===== config.mk =====
export PLATFORM = sky130hd
export DESIGN_NAME = fetch_top
export DESIGN_NICKNAME = d
export VERILOG_FILES = /design/src/hdl/isa_pkg.sv /design/src/hdl/fetch_pkg.sv /design/src/hdl/line_req_ctrl.sv /design/src/hdl/line_buffer.sv /design/src/hdl/inst_aligner.sv /design/src/hdl/fetch_top.sv
export SDC_FILE = /design/constraint.sdc
export NUM_CORES = 1
export LEC_CHECK = 0
export ABC_AREA = 1
export CORE_UTILIZATION = 38
export DETAILED_ROUTE_END_ITERATION = 10
export DONT_BUFFER_PORTS = 1
export PLACE_DENSITY = 0.54
export SYNTH_ARGS = -nofsm -noshare
export SYNTH_HDL_FRONTEND = slang
export SYNTH_SLANG_ARGS = --single-unit
export TNS_END_PERCENT = 20

===== constraint.sdc =====
create_clock -name clk -period 9.31 [get_ports clk]
set_clock_uncertainty 0.15 [all_clocks]
set_input_delay 1.862 -clock clk [delete_from_list [all_inputs] [get_ports clk]]
set_output_delay 1.862 -clock clk [all_outputs]
set_load 0.02 [all_outputs]

===== src/hdl/isa_pkg.sv =====
// instruction set view of the fetch path
// only what fetch needs to find and carry instructions
package isa_pkg;

    // address and instruction width, rv32
    localparam int unsigned xlen = 32;

    // byte address
    typedef logic [xlen-1:0] addr_t;

    // full instruction word
    typedef logic [31:0] inst_t;

    // one 16-bit parcel, the unit of the compressed extension
    typedef logic [15:0] half_t;

    // addi x0, x0, 0
    // fills the decode slot when nothing valid is there
    localparam inst_t inst_nop = 32'h0000_0013;

    // low field of a 32-bit instruction
    // 00, 01 and 10 mark a compressed parcel
    localparam logic [1:0] rvc_full_code = 2'b11;

endpackage


===== src/hdl/fetch_pkg.sv =====
// fetch hardware view
// line geometry, credit sizes, request fsm
package fetch_pkg;

    // bytes per memory line
    localparam int unsigned line_bytes = 8;

    // credits memory grants after reset
    localparam int unsigned line_credits = 2;

    // one memory line
    typedef logic [8*line_bytes-1:0] line_t;

    // byte offset inside a line
    typedef logic [$clog2(line_bytes)-1:0] line_off_t;

    // credits and outstanding request counts, 0 to line_credits
    typedef logic [1:0] credit_t;

    // buffer line select
    // 0 is the window base, 1 the line after it
    typedef logic slot_t;

    // line request fsm
    // refill and prefetch wait for their own response
    typedef enum logic [1:0] {
        req_idle,
        req_refill,
        req_prefetch
    } req_state_e;

endpackage


===== src/hdl/line_req_ctrl.sv =====
`timescale 1ns/1ps

module line_req_ctrl import isa_pkg::*, fetch_pkg::*; (
    input  logic       clk,
    input  logic       rst,
    input  addr_t      pc_i,
    input  logic       flush_i,
    input  logic       compressed_i,
    input  logic [1:0] line_valid_i,
    input  addr_t      base_i,
    input  logic       mem_credit_i,
    input  logic       mem_rsp_valid_i,
    output logic       mem_req_o,
    output addr_t      mem_addr_o,
    output logic       wr_en_o,
    output slot_t      wr_slot_o,
    output logic       ready_o
);

    req_state_e state_q;
    req_state_e state_d;
    credit_t    credits_q;
    credit_t    drop_q;
    credit_t    q_cnt_q;
    credit_t    push_idx;
    slot_t      slot_q [2];
    slot_t      req_slot;
    line_off_t  pc_off;
    addr_t      pc_line;
    addr_t      next_line;
    logic       pc_odd;
    logic       in_line0;
    logic       in_line1;
    logic       last_parcel;
    logic       wide;
    logic       hit0;
    logic       hit1;
    logic       need_prefetch;
    logic       need_refill;
    logic       rsp_keep;
    logic       pop;

    assign pc_off    = pc_i[2:0];
    assign pc_odd    = pc_i[0];
    assign pc_line   = pc_i & ~addr_t'(line_bytes - 1);
    assign next_line = base_i + addr_t'(line_bytes);

    // pc line against the two window lines needs a valid base
    assign in_line0    = line_valid_i[0] && (pc_line == base_i);
    assign in_line1    = line_valid_i[0] && (pc_line == next_line);
    assign last_parcel = (pc_off[2:1] == 2'b11);
    assign wide        = !compressed_i;

    // line 0 hit where a wide one at offset 6 also needs line 1
    assign hit0 = in_line0 && (!wide || !last_parcel || line_valid_i[1]);
    // line 1 hit unless a wide one at offset 14 runs past the window
    assign hit1 = in_line1 && line_valid_i[1] && (!wide || !last_parcel);

    // the instruction or its successor reaches into line 1
    assign need_prefetch = !pc_odd && in_line0 && !line_valid_i[1] &&
                           (last_parcel || (pc_off[2:1] == 2'b10 && wide));

    // pc outside the window or the offset 14 straddle
    // a pending prefetch already covers pc in line 1
    assign need_refill = !pc_odd && !in_line0 && !hit1 &&
                         !(in_line1 && state_q == req_prefetch);

    // odd pc needs no memory
    assign ready_o = !flush_i && (pc_odd || hit0 || hit1);

    // one request at a time from idle and only with a credit in hand
    // nothing goes out while in reset
    assign mem_req_o  = !rst && (state_q == req_idle) && !flush_i &&
                        (credits_q != '0) && (need_refill || need_prefetch);
    assign mem_addr_o = need_refill ? pc_line : next_line;
    assign req_slot   = need_refill ? slot_t'(0) : slot_t'(1);

    // responses from before a flush are thrown away
    assign pop      = mem_rsp_valid_i && (drop_q == '0);
    assign rsp_keep = pop && !flush_i;

    assign wr_en_o   = rsp_keep;
    assign wr_slot_o = slot_q[0];

    // new queue tail after this cycle's pop
    assign push_idx = q_cnt_q - credit_t'(pop);

    always_comb begin
        state_d = state_q;
        case (state_q)
            req_idle: begin
                if (mem_req_o) begin
                    state_d = need_refill ? req_refill : req_prefetch;
                end
            end
            req_refill, req_prefetch: begin
                if (rsp_keep) begin
                    state_d = req_idle;
                end
            end
            default: begin
                state_d = req_idle;
            end
        endcase
        if (flush_i) begin
            state_d = req_idle;
        end
    end

    always_ff @(posedge clk or posedge rst) begin
        if (rst) begin
            state_q   <= req_idle;
            credits_q <= credit_t'(line_credits);
            drop_q    <= '0;
            q_cnt_q   <= '0;
        end else begin
            state_q <= state_d;
            // spend on request and regain on credit pulse
            credits_q <= credits_q - credit_t'(mem_req_o) + credit_t'(mem_credit_i);
            if (flush_i) begin
                // everything still in flight gets dropped
                drop_q  <= drop_q + q_cnt_q - credit_t'(mem_rsp_valid_i);
                q_cnt_q <= '0;
            end else begin
                if (mem_rsp_valid_i && drop_q != '0) begin
                    drop_q <= drop_q - 2'd1;
                end
                q_cnt_q <= q_cnt_q + credit_t'(mem_req_o) - credit_t'(pop);
            end
        end
    end

    // in-order slot queue with its head at entry 0
    always_ff @(posedge clk) begin
        if (pop) begin
            slot_q[0] <= slot_q[1];
        end
        if (mem_req_o) begin
            slot_q[push_idx[0]] <= req_slot;
        end
    end

endmodule


===== src/hdl/line_buffer.sv =====
`timescale 1ns/1ps

module line_buffer import isa_pkg::*, fetch_pkg::*; (
    input  logic       clk,
    input  logic       rst,
    input  logic       flush_i,
    input  logic       wr_en_i,
    input  slot_t      wr_slot_i,
    input  line_t      wr_line_i,
    input  addr_t      refill_base_i,
    output line_t      line0_o,
    output line_t      line1_o,
    output logic [1:0] line_valid_o,
    output addr_t      base_o
);

    line_t      line_q [2];
    logic [1:0] valid_q;
    addr_t      base_q;

    // line data
    always_ff @(posedge clk) begin
        if (wr_en_i) begin
            line_q[wr_slot_i] <= wr_line_i;
        end
    end

    // valid bits and window base
    always_ff @(posedge clk or posedge rst) begin
        if (rst) begin
            valid_q <= 2'b00;
            base_q  <= '0;
        end else if (flush_i) begin
            valid_q <= 2'b00;
        end else if (wr_en_i) begin
            if (wr_slot_i == slot_t'(0)) begin
                // new base line, the old line 1 no longer follows it
                base_q  <= refill_base_i & ~addr_t'(line_bytes - 1);
                valid_q <= 2'b01;
            end else begin
                valid_q[1] <= 1'b1;
            end
        end
    end

    assign line0_o      = line_q[0];
    assign line1_o      = line_q[1];
    assign line_valid_o = valid_q;
    assign base_o       = base_q;

endmodule


===== src/hdl/inst_aligner.sv =====
`timescale 1ns/1ps

module inst_aligner import isa_pkg::*, fetch_pkg::*; (
    input  logic  clk,
    input  logic  rst,
    input  addr_t pc_i,
    input  addr_t base_i,
    input  line_t line0_i,
    input  line_t line1_i,
    input  logic  ready_i,
    input  logic  id_stall_i,
    output logic  compressed_o,
    output inst_t inst_o,
    output addr_t inst_pc_o,
    output logic  inst_valid_o,
    output logic  is_compressed_o,
    output logic  trap_misaligned_o
);

    // 16-byte window plus one pad parcel
    // a 32-bit read at the last parcel stays in range
    logic [16*9-1:0] window_ext;
    logic [2:0]      idx;
    line_off_t       pc_off;
    half_t           parcel;
    inst_t           word;
    inst_t           inst_d;
    logic            pc_odd;

    assign pc_off = pc_i[2:0];
    assign pc_odd = pc_i[0];

    // parcel index in the window
    // top bit set when pc sits in the line after the base
    assign idx = {pc_i[3] ^ base_i[3], pc_off[2:1]};

    assign window_ext = {half_t'(0), line1_i, line0_i};

    // at index 3 the word joins the top of line 0 and the bottom of line 1
    assign parcel = window_ext[idx*16 +: 16];
    assign word   = window_ext[idx*16 +: 32];

    // low field tells the width
    assign compressed_o = (parcel[1:0] != rvc_full_code);

    // compressed goes out zero-extended, no expansion here
    always_comb begin
        if (pc_odd) begin
            inst_d = inst_nop;
        end else if (compressed_o) begin
            inst_d = {{(xlen-16){1'b0}}, parcel};
        end else begin
            inst_d = word;
        end
    end

    // decode stage register, holds while decode stalls
    always_ff @(posedge clk or posedge rst) begin
        if (rst) begin
            inst_o            <= inst_nop;
            inst_pc_o         <= '0;
            inst_valid_o      <= 1'b0;
            is_compressed_o   <= 1'b0;
            trap_misaligned_o <= 1'b0;
        end else if (!id_stall_i) begin
            inst_pc_o <= pc_i;
            if (ready_i) begin
                inst_o            <= inst_d;
                inst_valid_o      <= 1'b1;
                is_compressed_o   <= !pc_odd && compressed_o;
                trap_misaligned_o <= pc_odd;
            end else begin
                // bubble while the window fills
                inst_o            <= inst_nop;
                inst_valid_o      <= 1'b0;
                is_compressed_o   <= 1'b0;
                trap_misaligned_o <= 1'b0;
            end
        end
    end

endmodule


===== src/hdl/fetch_top.sv =====
`timescale 1ns/1ps

module fetch_top import isa_pkg::*, fetch_pkg::*; (
    input  logic  clk,
    input  logic  rst,
    // pc source
    input  addr_t pc_i,
    input  logic  flush_i,
    output logic  stall_o,
    // decode
    input  logic  id_stall_i,
    output inst_t inst_o,
    output addr_t inst_pc_o,
    output logic  inst_valid_o,
    output logic  compressed_o,
    output logic  trap_misaligned_o,
    // memory, credit flow control
    output logic  mem_req_o,
    output addr_t mem_addr_o,
    input  logic  mem_credit_i,
    input  logic  mem_rsp_valid_i,
    input  line_t mem_rdata_i
);

    logic       ready;
    logic       parcel_compressed;
    logic       wr_en;
    slot_t      wr_slot;
    logic [1:0] line_valid;
    addr_t      base;
    line_t      line0;
    line_t      line1;

    line_req_ctrl u_line_req_ctrl (
        .clk             (clk),
        .rst             (rst),
        .pc_i            (pc_i),
        .flush_i         (flush_i),
        .compressed_i    (parcel_compressed),
        .line_valid_i    (line_valid),
        .base_i          (base),
        .mem_credit_i    (mem_credit_i),
        .mem_rsp_valid_i (mem_rsp_valid_i),
        .mem_req_o       (mem_req_o),
        .mem_addr_o      (mem_addr_o),
        .wr_en_o         (wr_en),
        .wr_slot_o       (wr_slot),
        .ready_o         (ready)
    );

    // pc is held while a refill is pending, so it names the refilled line
    line_buffer u_line_buffer (
        .clk           (clk),
        .rst           (rst),
        .flush_i       (flush_i),
        .wr_en_i       (wr_en),
        .wr_slot_i     (wr_slot),
        .wr_line_i     (mem_rdata_i),
        .refill_base_i (pc_i),
        .line0_o       (line0),
        .line1_o       (line1),
        .line_valid_o  (line_valid),
        .base_o        (base)
    );

    inst_aligner u_inst_aligner (
        .clk               (clk),
        .rst               (rst),
        .pc_i              (pc_i),
        .base_i            (base),
        .line0_i           (line0),
        .line1_i           (line1),
        .ready_i           (ready),
        .id_stall_i        (id_stall_i),
        .compressed_o      (parcel_compressed),
        .inst_o            (inst_o),
        .inst_pc_o         (inst_pc_o),
        .inst_valid_o      (inst_valid_o),
        .is_compressed_o   (compressed_o),
        .trap_misaligned_o (trap_misaligned_o)
    );

    // pc source waits until the instruction is all there
    assign stall_o = ~ready;

endmodule


==> impl_metrics.env, run 1 <==
export IMPL_final_cells=1898
export IMPL_arrival_ns=5.44
export IMPL_cts_tree="built"
export IMPL_routed_wl_um=35100
export IMPL_clock_path_buffers=3
export IMPL_clk_latency_ns=0.56
export IMPL_antenna_found_initial=0
export IMPL_antenna_left=0
export IMPL_syn_area_um2=12400
export IMPL_slew_headroom_pct=28.0
export IMPL_wl_met3_um=2980
export IMPL_crit_chain="inv_1, nand2_1, nand2_1, buf_4, clkinv_1, o21a_1, nand2_1, inv_1, nand3_1, a21oi_2, a21oi_4, inv_1"
export IMPL_worst_pin_slew_ns=1.08
export IMPL_synth_area_top_cells="edfxtp_1 32%, dfrtp_1 21%, nand2_1 13%, o21ai_0 5.2%, nand3_1 4.1%"
export IMPL_dp_cells=1849
export IMPL_finalNetCount=1554
export IMPL_ys_ff_latch=236
export IMPL_grt_ovfl_total=0
export IMPL_wl_met1_um=14500
export IMPL_cts_sinks=236
export IMPL_whs_ns=0.335
export IMPL_dieHeight_um=183
export IMPL_die_w_um=183
export IMPL_reg2reg_to="u_inst_aligner.inst_valid_o"
export IMPL_place_ws_ns=1.85
export IMPL_grt_pass1_wl_um=55000
export IMPL_port_buffer_count=0
export IMPL_cts_max_level=1
export IMPL_rows=65
export IMPL_worstRegToRegCells=13
export IMPL_yosys_warnings=0
export IMPL_start_util_pct=39.0
export IMPL_fill_cells=3175
export IMPL_detail_route_wl_per_cell_um=18.5
export IMPL_power_mw=3.35
export IMPL_slowest_stage="a21oi_4"
export IMPL_drc_errors=0
export IMPL_synth_seq_area_share_pct=53.0
export IMPL_max_cap_violations=0
export IMPL_finalHoldViolCount=0
export IMPL_post_cts_buffers=0
export IMPL_leakage_nw=5.73
export IMPL_routed_via_density=5.26
export IMPL_postSynthAreaPerCell_um2=8.47
export IMPL_cts_buffers_inserted=27
export IMPL_vias=9978
export IMPL_core_area_um2=31800
export IMPL_rsz0062_at_grt="no"
export IMPL_finalSetupViolCount=0
export IMPL_finalWeightedCongestion=0.925
export IMPL_finalMaxSlewViolations=0
export IMPL_drive_above_1_share_pct=8.34
export IMPL_endpoint_kind="output port"
export IMPL_antenna_cells=0
export IMPL_syn_inst=1463
export IMPL_synth_ff_type="edfxtp_1"
export IMPL_cts_hold_buf=0
export IMPL_firstDrtPassIters=6
export IMPL_r2r_start="u_line_buffer.base_o[3]"
export IMPL_ir_worst_vdd_uv=160
export IMPL_hold_path_class="register to register"
export IMPL_syn2layout_area_growth_pct=10.7
export IMPL_dp_hpwl_um=24300
export IMPL_p_per_area_nw_per_um2=244
export IMPL_synth_cell_type_count=51
export IMPL_r2r_setup_slack_ns=4.77
export IMPL_top_layer="met4"
export IMPL_finalWorstSetupSlack_ns=1.85
export IMPL_synth_edf_count=130
export IMPL_synth_top_area_share_pct=31.5
export IMPL_path_clk_slew_ns=0.06
export IMPL_drt_iter0_markers=667
export IMPL_final_min_clock_period_ns=7.46
export IMPL_ioPinCount=203
export IMPL_yosys_area_top_type="edfxtp_1"
export IMPL_cp_required_ns=7.30
export IMPL_wl_met2_um=16800
export IMPL_outcome="finished clean"
export IMPL_ctsResizeCount=0
export IMPL_worstPathMaxFanout=34
export IMPL_cp_start_kind="input pin"
export IMPL_cts_root_buf="clkbuf_16"
export IMPL_track_usage_pct=21.1
export IMPL_timing_fmax_mhz=134
export IMPL_dieArea_um2=33300
export IMPL_min_from="u_line_req_ctrl.state_q[0]"
export IMPL_period_share_pct=80.1
export IMPL_path_buf_inv=5
export IMPL_min_path_cells=2
export IMPL_slowest_delay_ns=0.85
export IMPL_crit_type="input pin to output port"
export IMPL_min_to="u_line_req_ctrl.state_q[0]"
export IMPL_tns_ns=0
export IMPL_async_flop_share_pct=44.9
export IMPL_crit_family="buffers and inverters"
export IMPL_grt_max_degree=98
export IMPL_grt_pass1_vias=9696
==> area by class of cell <==
| type | count | area, µm² | area share, % |
|---|---|---|---|
| timing repair buffer | 26 | 195 | 1.42 |
| sequential | 236 | 6560 | 47.8 |
| multi-input combinational | 1036 | 5050 | 36.8 |
| tap | 435 | 544 | 3.97 |
| inverter | 116 | 438 | 3.19 |
| clock inverter | 9 | 136 | 0.994 |
| clock buffer | 40 | 795 | 5.79 |
==> worst max path at each step <==
| stage | start | slack (ns) | end | cells after the start |
|---|---|---|---|---|
| global route | pc_i[3] | 1.61 | stall_o | 12 |
| global placement | pc_i[3] | 1.95 | stall_o | 12 |
| CTS | pc_i[3] | 1.85 | stall_o | 12 |
| floorplan | pc_i[2] | 3.54 | mem_addr_o[12] | 15 |
| detailed placement | pc_i[3] | 1.85 | stall_o | 12 |
| finish | pc_i[3] | 1.85 | stall_o | 12 |
==> power by group <==
part	total [mW]	switching (mW)	internal [mW]
sequential	1.42	0.174	1.25
combinational	0.826	0.544	0.282
clock	1.10	0.429	0.673
==> sequential cells by signal, summed over array words and instances (netlist names) <==
signal                            cells
u_inst_aligner.inst_o                32
u_inst_aligner.inst_pc_o             32
u_inst_aligner.inst_valid_o           1
u_inst_aligner.is_compressed_o        1
u_inst_aligner.trap_misaligned_o      1
u_line_buffer.base_o                 29
u_line_buffer.line_q                128
u_line_buffer.line_valid_o            2
u_line_req_ctrl.credits_q             2
u_line_req_ctrl.drop_q                2
u_line_req_ctrl.q_cnt_q               2
u_line_req_ctrl.slot_q                2
u_line_req_ctrl.state_q               2
==> cell usage in the layout, fill, tap and decap left out, drive strengths merged, types with 11 or more instances in the layout <==
master	n
nand2	436
a2111oi	12
dfrtp	102
nand3	110
xnor2	12
xor2	16
o21ai	131
buf	26
clkbuf	40
nor3	22
o221ai	11
edfxtp	130
nor2	143
inv	115
a21oi	55
==> layer usage <==
layer  up-vias  global-route usage [%]
li1       4862                       -
met1      4686                    26.0
met2       368                    36.3
met3        62                    5.45
met4         0                    6.22
met5         -                       0
==> worst min-delay path: stages, from the launching register on <==
cell and delay (ns):
dfrtp_1 0.35, nand2_1 0.06, nand2_1 0.05
==> synth_stat cells, types with 6 or more instances <==
cell type	instances
nand3_2	8
a31oi_1	8
clkbuf_1	51
inv_1	109
ha_1	9
o221ai_1	11
edfxtp_1	130
or2_2	7
nor2_2	10
buf_4	8
nand2_1	426
a221oi_1	6
nor3_1	22
nand3_1	102
nand2_2	9
a2111oi_0	12
xnor2_1	12
dfrtp_1	102
nand4_1	8
a21oi_1	53
nor2_1	130
o21ai_0	129
o22ai_1	9
xor2_1	16
buf_2	6
==> metrics by stage <==
step	instance area [µm²]	util, %
after CTS	13700	43.1
after global placement	12800	40.2
final	13700	43.1
after floorplan	12400	-
after global routing	13700	43.1
after detailed placement	12800	40.2
==> cells by family after synthesis <==
family	after synthesis	synth area share [%]
flip-flops	236	53.0
other	1	0.0303
AO/OA/AOI/OAI	258	12.2
buffers and inverters	193	6.48
adder cells (fa/ha/maj)	9	0.909
XOR/XNOR	29	2.16
AND/OR/NAND/NOR	737	25.2
Power figures use the tool's default switching activity.
==> inputs of run 2 (changes only) <==
- PLACE_DENSITY: 0.54 -> 0.56
- clock period: 9.31 -> 6.3 ns (I/O delays scaled with it)
==> run 2 against run 1 <==
Critical path depth grew 6. Worst setup slack lost 1.1 ns. Flip-flop and latch count is the same. Critical path type is now register to output port. Final cell count grew 1.2%. Utilization grew 0.47 points. Power grew 49%. Clock-buffer cell count grew 5. Largest power group unchanged. Hold slack gained 0.0082 ns. Clock power grew 45%. Global-route usage grew 0.37 points. Via count grew 0.69%. Sequential share of layout area shrank 0.52 points.
==> impl_metrics.env, run 2 (synthesis results as in run 1) <==
export IMPL_outcome="finished clean"
export IMPL_top_regs="u_line_buffer.line_q x128, u_inst_aligner.inst_o x32, u_inst_aligner.inst_pc_o x32"
export IMPL_firstDrtPassIters=6
export IMPL_finalWeightedCongestion=0.892
export IMPL_r2r_start="u_line_buffer.base_o[4]"
export IMPL_grt_ovfl_total=0
export IMPL_cts_sinks=236
export IMPL_detail_route_wl_per_cell_um=18.7
export IMPL_core_area_um2=31800
export IMPL_r2r_setup_slack_ns=2.31
export IMPL_routed_wl_um=35800
export IMPL_p_per_area_nw_per_um2=359
export IMPL_finalSetupViolCount=0
export IMPL_crit_chain="ha_1, nand2_1, nor2_2, nand2_1, nor2_2, nand2_1, nand2_1, nand2_1, nand2_1, nand2_1, nor2_1, nand2_1, nor2_2, nand3_1, nand2_2, inv_2, o21ai_0, buf_4"
export IMPL_crit_type="register to output port"
export IMPL_die_w_um=183
export IMPL_tns_ns=0
export IMPL_ioPinCount=203
export IMPL_dieArea_um2=33300
export IMPL_drive_above_1_share_pct=9.63
export IMPL_worstRegToRegCells=22
export IMPL_arrival_ns=4.09
export IMPL_final_cells=1920
export IMPL_syn2layout_area_growth_pct=11.9
export IMPL_final_util_pct=43.6
export IMPL_drc_errors=0
export IMPL_finalHoldViolCount=0
export IMPL_leakage_nw=5.83
export IMPL_endpoint_kind="output port"
export IMPL_slowest_delay_ns=0.46
export IMPL_hold_path_class="register to register"
export IMPL_path_depth=18
export IMPL_cts_hold_buf=0
export IMPL_finalMaxSlewViolations=0
export IMPL_antenna_found_initial=0
export IMPL_max_cap_violations=0
export IMPL_worstPathMaxFanout=28
export IMPL_final_min_clock_period_ns=5.50
export IMPL_grt_max_degree=98
export IMPL_grt_pass1_vias=9970
export IMPL_timing_fmax_mhz=182
export IMPL_period_share_pct=87.4
export IMPL_rsz0062_at_grt="no"
export IMPL_drt_iter0_markers=621
export IMPL_path_clk_slew_ns=0.06
export IMPL_worst_pin_slew_ns=0.854
export IMPL_rows=65
export IMPL_cts_buffers_inserted=28
export IMPL_power_mw=4.98
export IMPL_mostFrequentLayoutCells="426 x nand2_1, 130 x edfxtp_1, 129 x o21ai_0, 127 x nor2_1, 107 x inv_1"
export IMPL_ctsResizeCount=0
export IMPL_reg2reg_to="u_line_req_ctrl.q_cnt_q[1]"
export IMPL_clock_path_buffers=3
export IMPL_antenna_left=0
export IMPL_post_cts_buffers=0
export IMPL_dp_hpwl_um=24700
export IMPL_min_from="u_line_req_ctrl.state_q[0]"
export IMPL_final_common_cell="nand2_1"
export IMPL_cts_root_buf="clkbuf_16"
export IMPL_cp_start_kind="register"
export IMPL_slew_headroom_pct=43.0
export IMPL_grt_pass1_wl_um=55700
export IMPL_crit_start="u_line_buffer.base_o[4]"
export IMPL_clk_latency_ns=0.55
export IMPL_cp_required_ns=4.89
export IMPL_fill_cells=3164
export IMPL_cts_max_level=1
export IMPL_start_util_pct=39.0
export IMPL_crit_end="mem_addr_o[15]"
export IMPL_dieHeight_um=183
export IMPL_antenna_cells=0
export IMPL_crit_family="simple AND/OR/NAND/NOR gates"
export IMPL_largest_reg_flops=128
export IMPL_track_usage_pct=21.5
export IMPL_top_register="u_line_buffer.line_q"
export IMPL_cts_tree="built"
export IMPL_finalNetCount=1574
export IMPL_port_buffer_count=0
export IMPL_dp_cells=1868
export IMPL_path_buf_inv=2
export IMPL_routed_via_density=5.23
export IMPL_vias=10047
export IMPL_slowest_stage="dfrtp_1"
export IMPL_crit_top_cell="nand2_1"
export IMPL_ir_worst_vdd_uv=224
run 2: cell count changes in the layout (fill, tap and decap cells not counted), sizes merged:
cell	change
buf	+19
clkbuf	+5
clkinv	+2
inv	-1
bufinv	-3
run 2: report_power, final:
group / internal [mW] / leakage, nW / switching, mW / total [mW]
registers: 1.85 / 2.52 / 0.255 / 2.10
clock network: 0.956 / 0.463 / 0.647 / 1.60
logic: 0.446 / 2.85 / 0.827 / 1.27
total: 3.25 / 5.83 / 1.73 / 4.98
run 2: worst min-delay path by stage:
| stage | to | slack [ns] | depth (start not counted) |
|---|---|---|---|
| 2_1_floorplan | u_line_req_ctrl.state_q[0] | 0.29 | 2 |
| 3_3_place_gp | u_line_req_ctrl.state_q[0] | 0.31 | 2 |
| 3_5_place_dp | u_line_req_ctrl.state_q[0] | 0.32 | 2 |
| 4_1_cts | u_line_req_ctrl.state_q[0] | 0.34 | 2 |
| 5_1_grt | u_inst_aligner.inst_o[4] | 0.40 | 2 |
| 6_report | u_line_req_ctrl.state_q[0] | 0.34 | 2 |
run 2: cell type report:
cell class	count	area [µm²]	share of cell area (%)
multi-input cells	1036	5050	36.4
flip-flops and latches	236	6560	47.3
inverters	116	438	3.16
well taps	435	544	3.92
repair buffers	45	338	2.44
clock inverters	7	60.1	0.433
clock buffers	45	878	6.33
run 2: tightest hold or removal path: cells and delay by family, from the launching register on:
family        cells  cell delay (ns)
flops             1             0.35
simple gates      2             0.11
run 2: metrics by stage:
stage	instance area, µm²	hold WS, ns	setup WS [ns]
5_1_grt	13900	0.395	0.435
3_3_place_gp	12900	0.314	1.02
4_1_cts	13900	0.336	0.746
2_1_floorplan	12400	0.292	1.40
6_report	13900	0.343	0.796
3_5_place_dp	12900	0.318	0.955
run 2: routing by layer:
layer / track usage [%] / share of wire (%) / routed length (µm)
met1: 27.0 / 42 / 15000
met2: 36.4 / 47 / 17000
met3: 5.67 / 8.5 / 3060
met4: 5.92 / 2.0 / 733
met5: 0 / 0 / 0
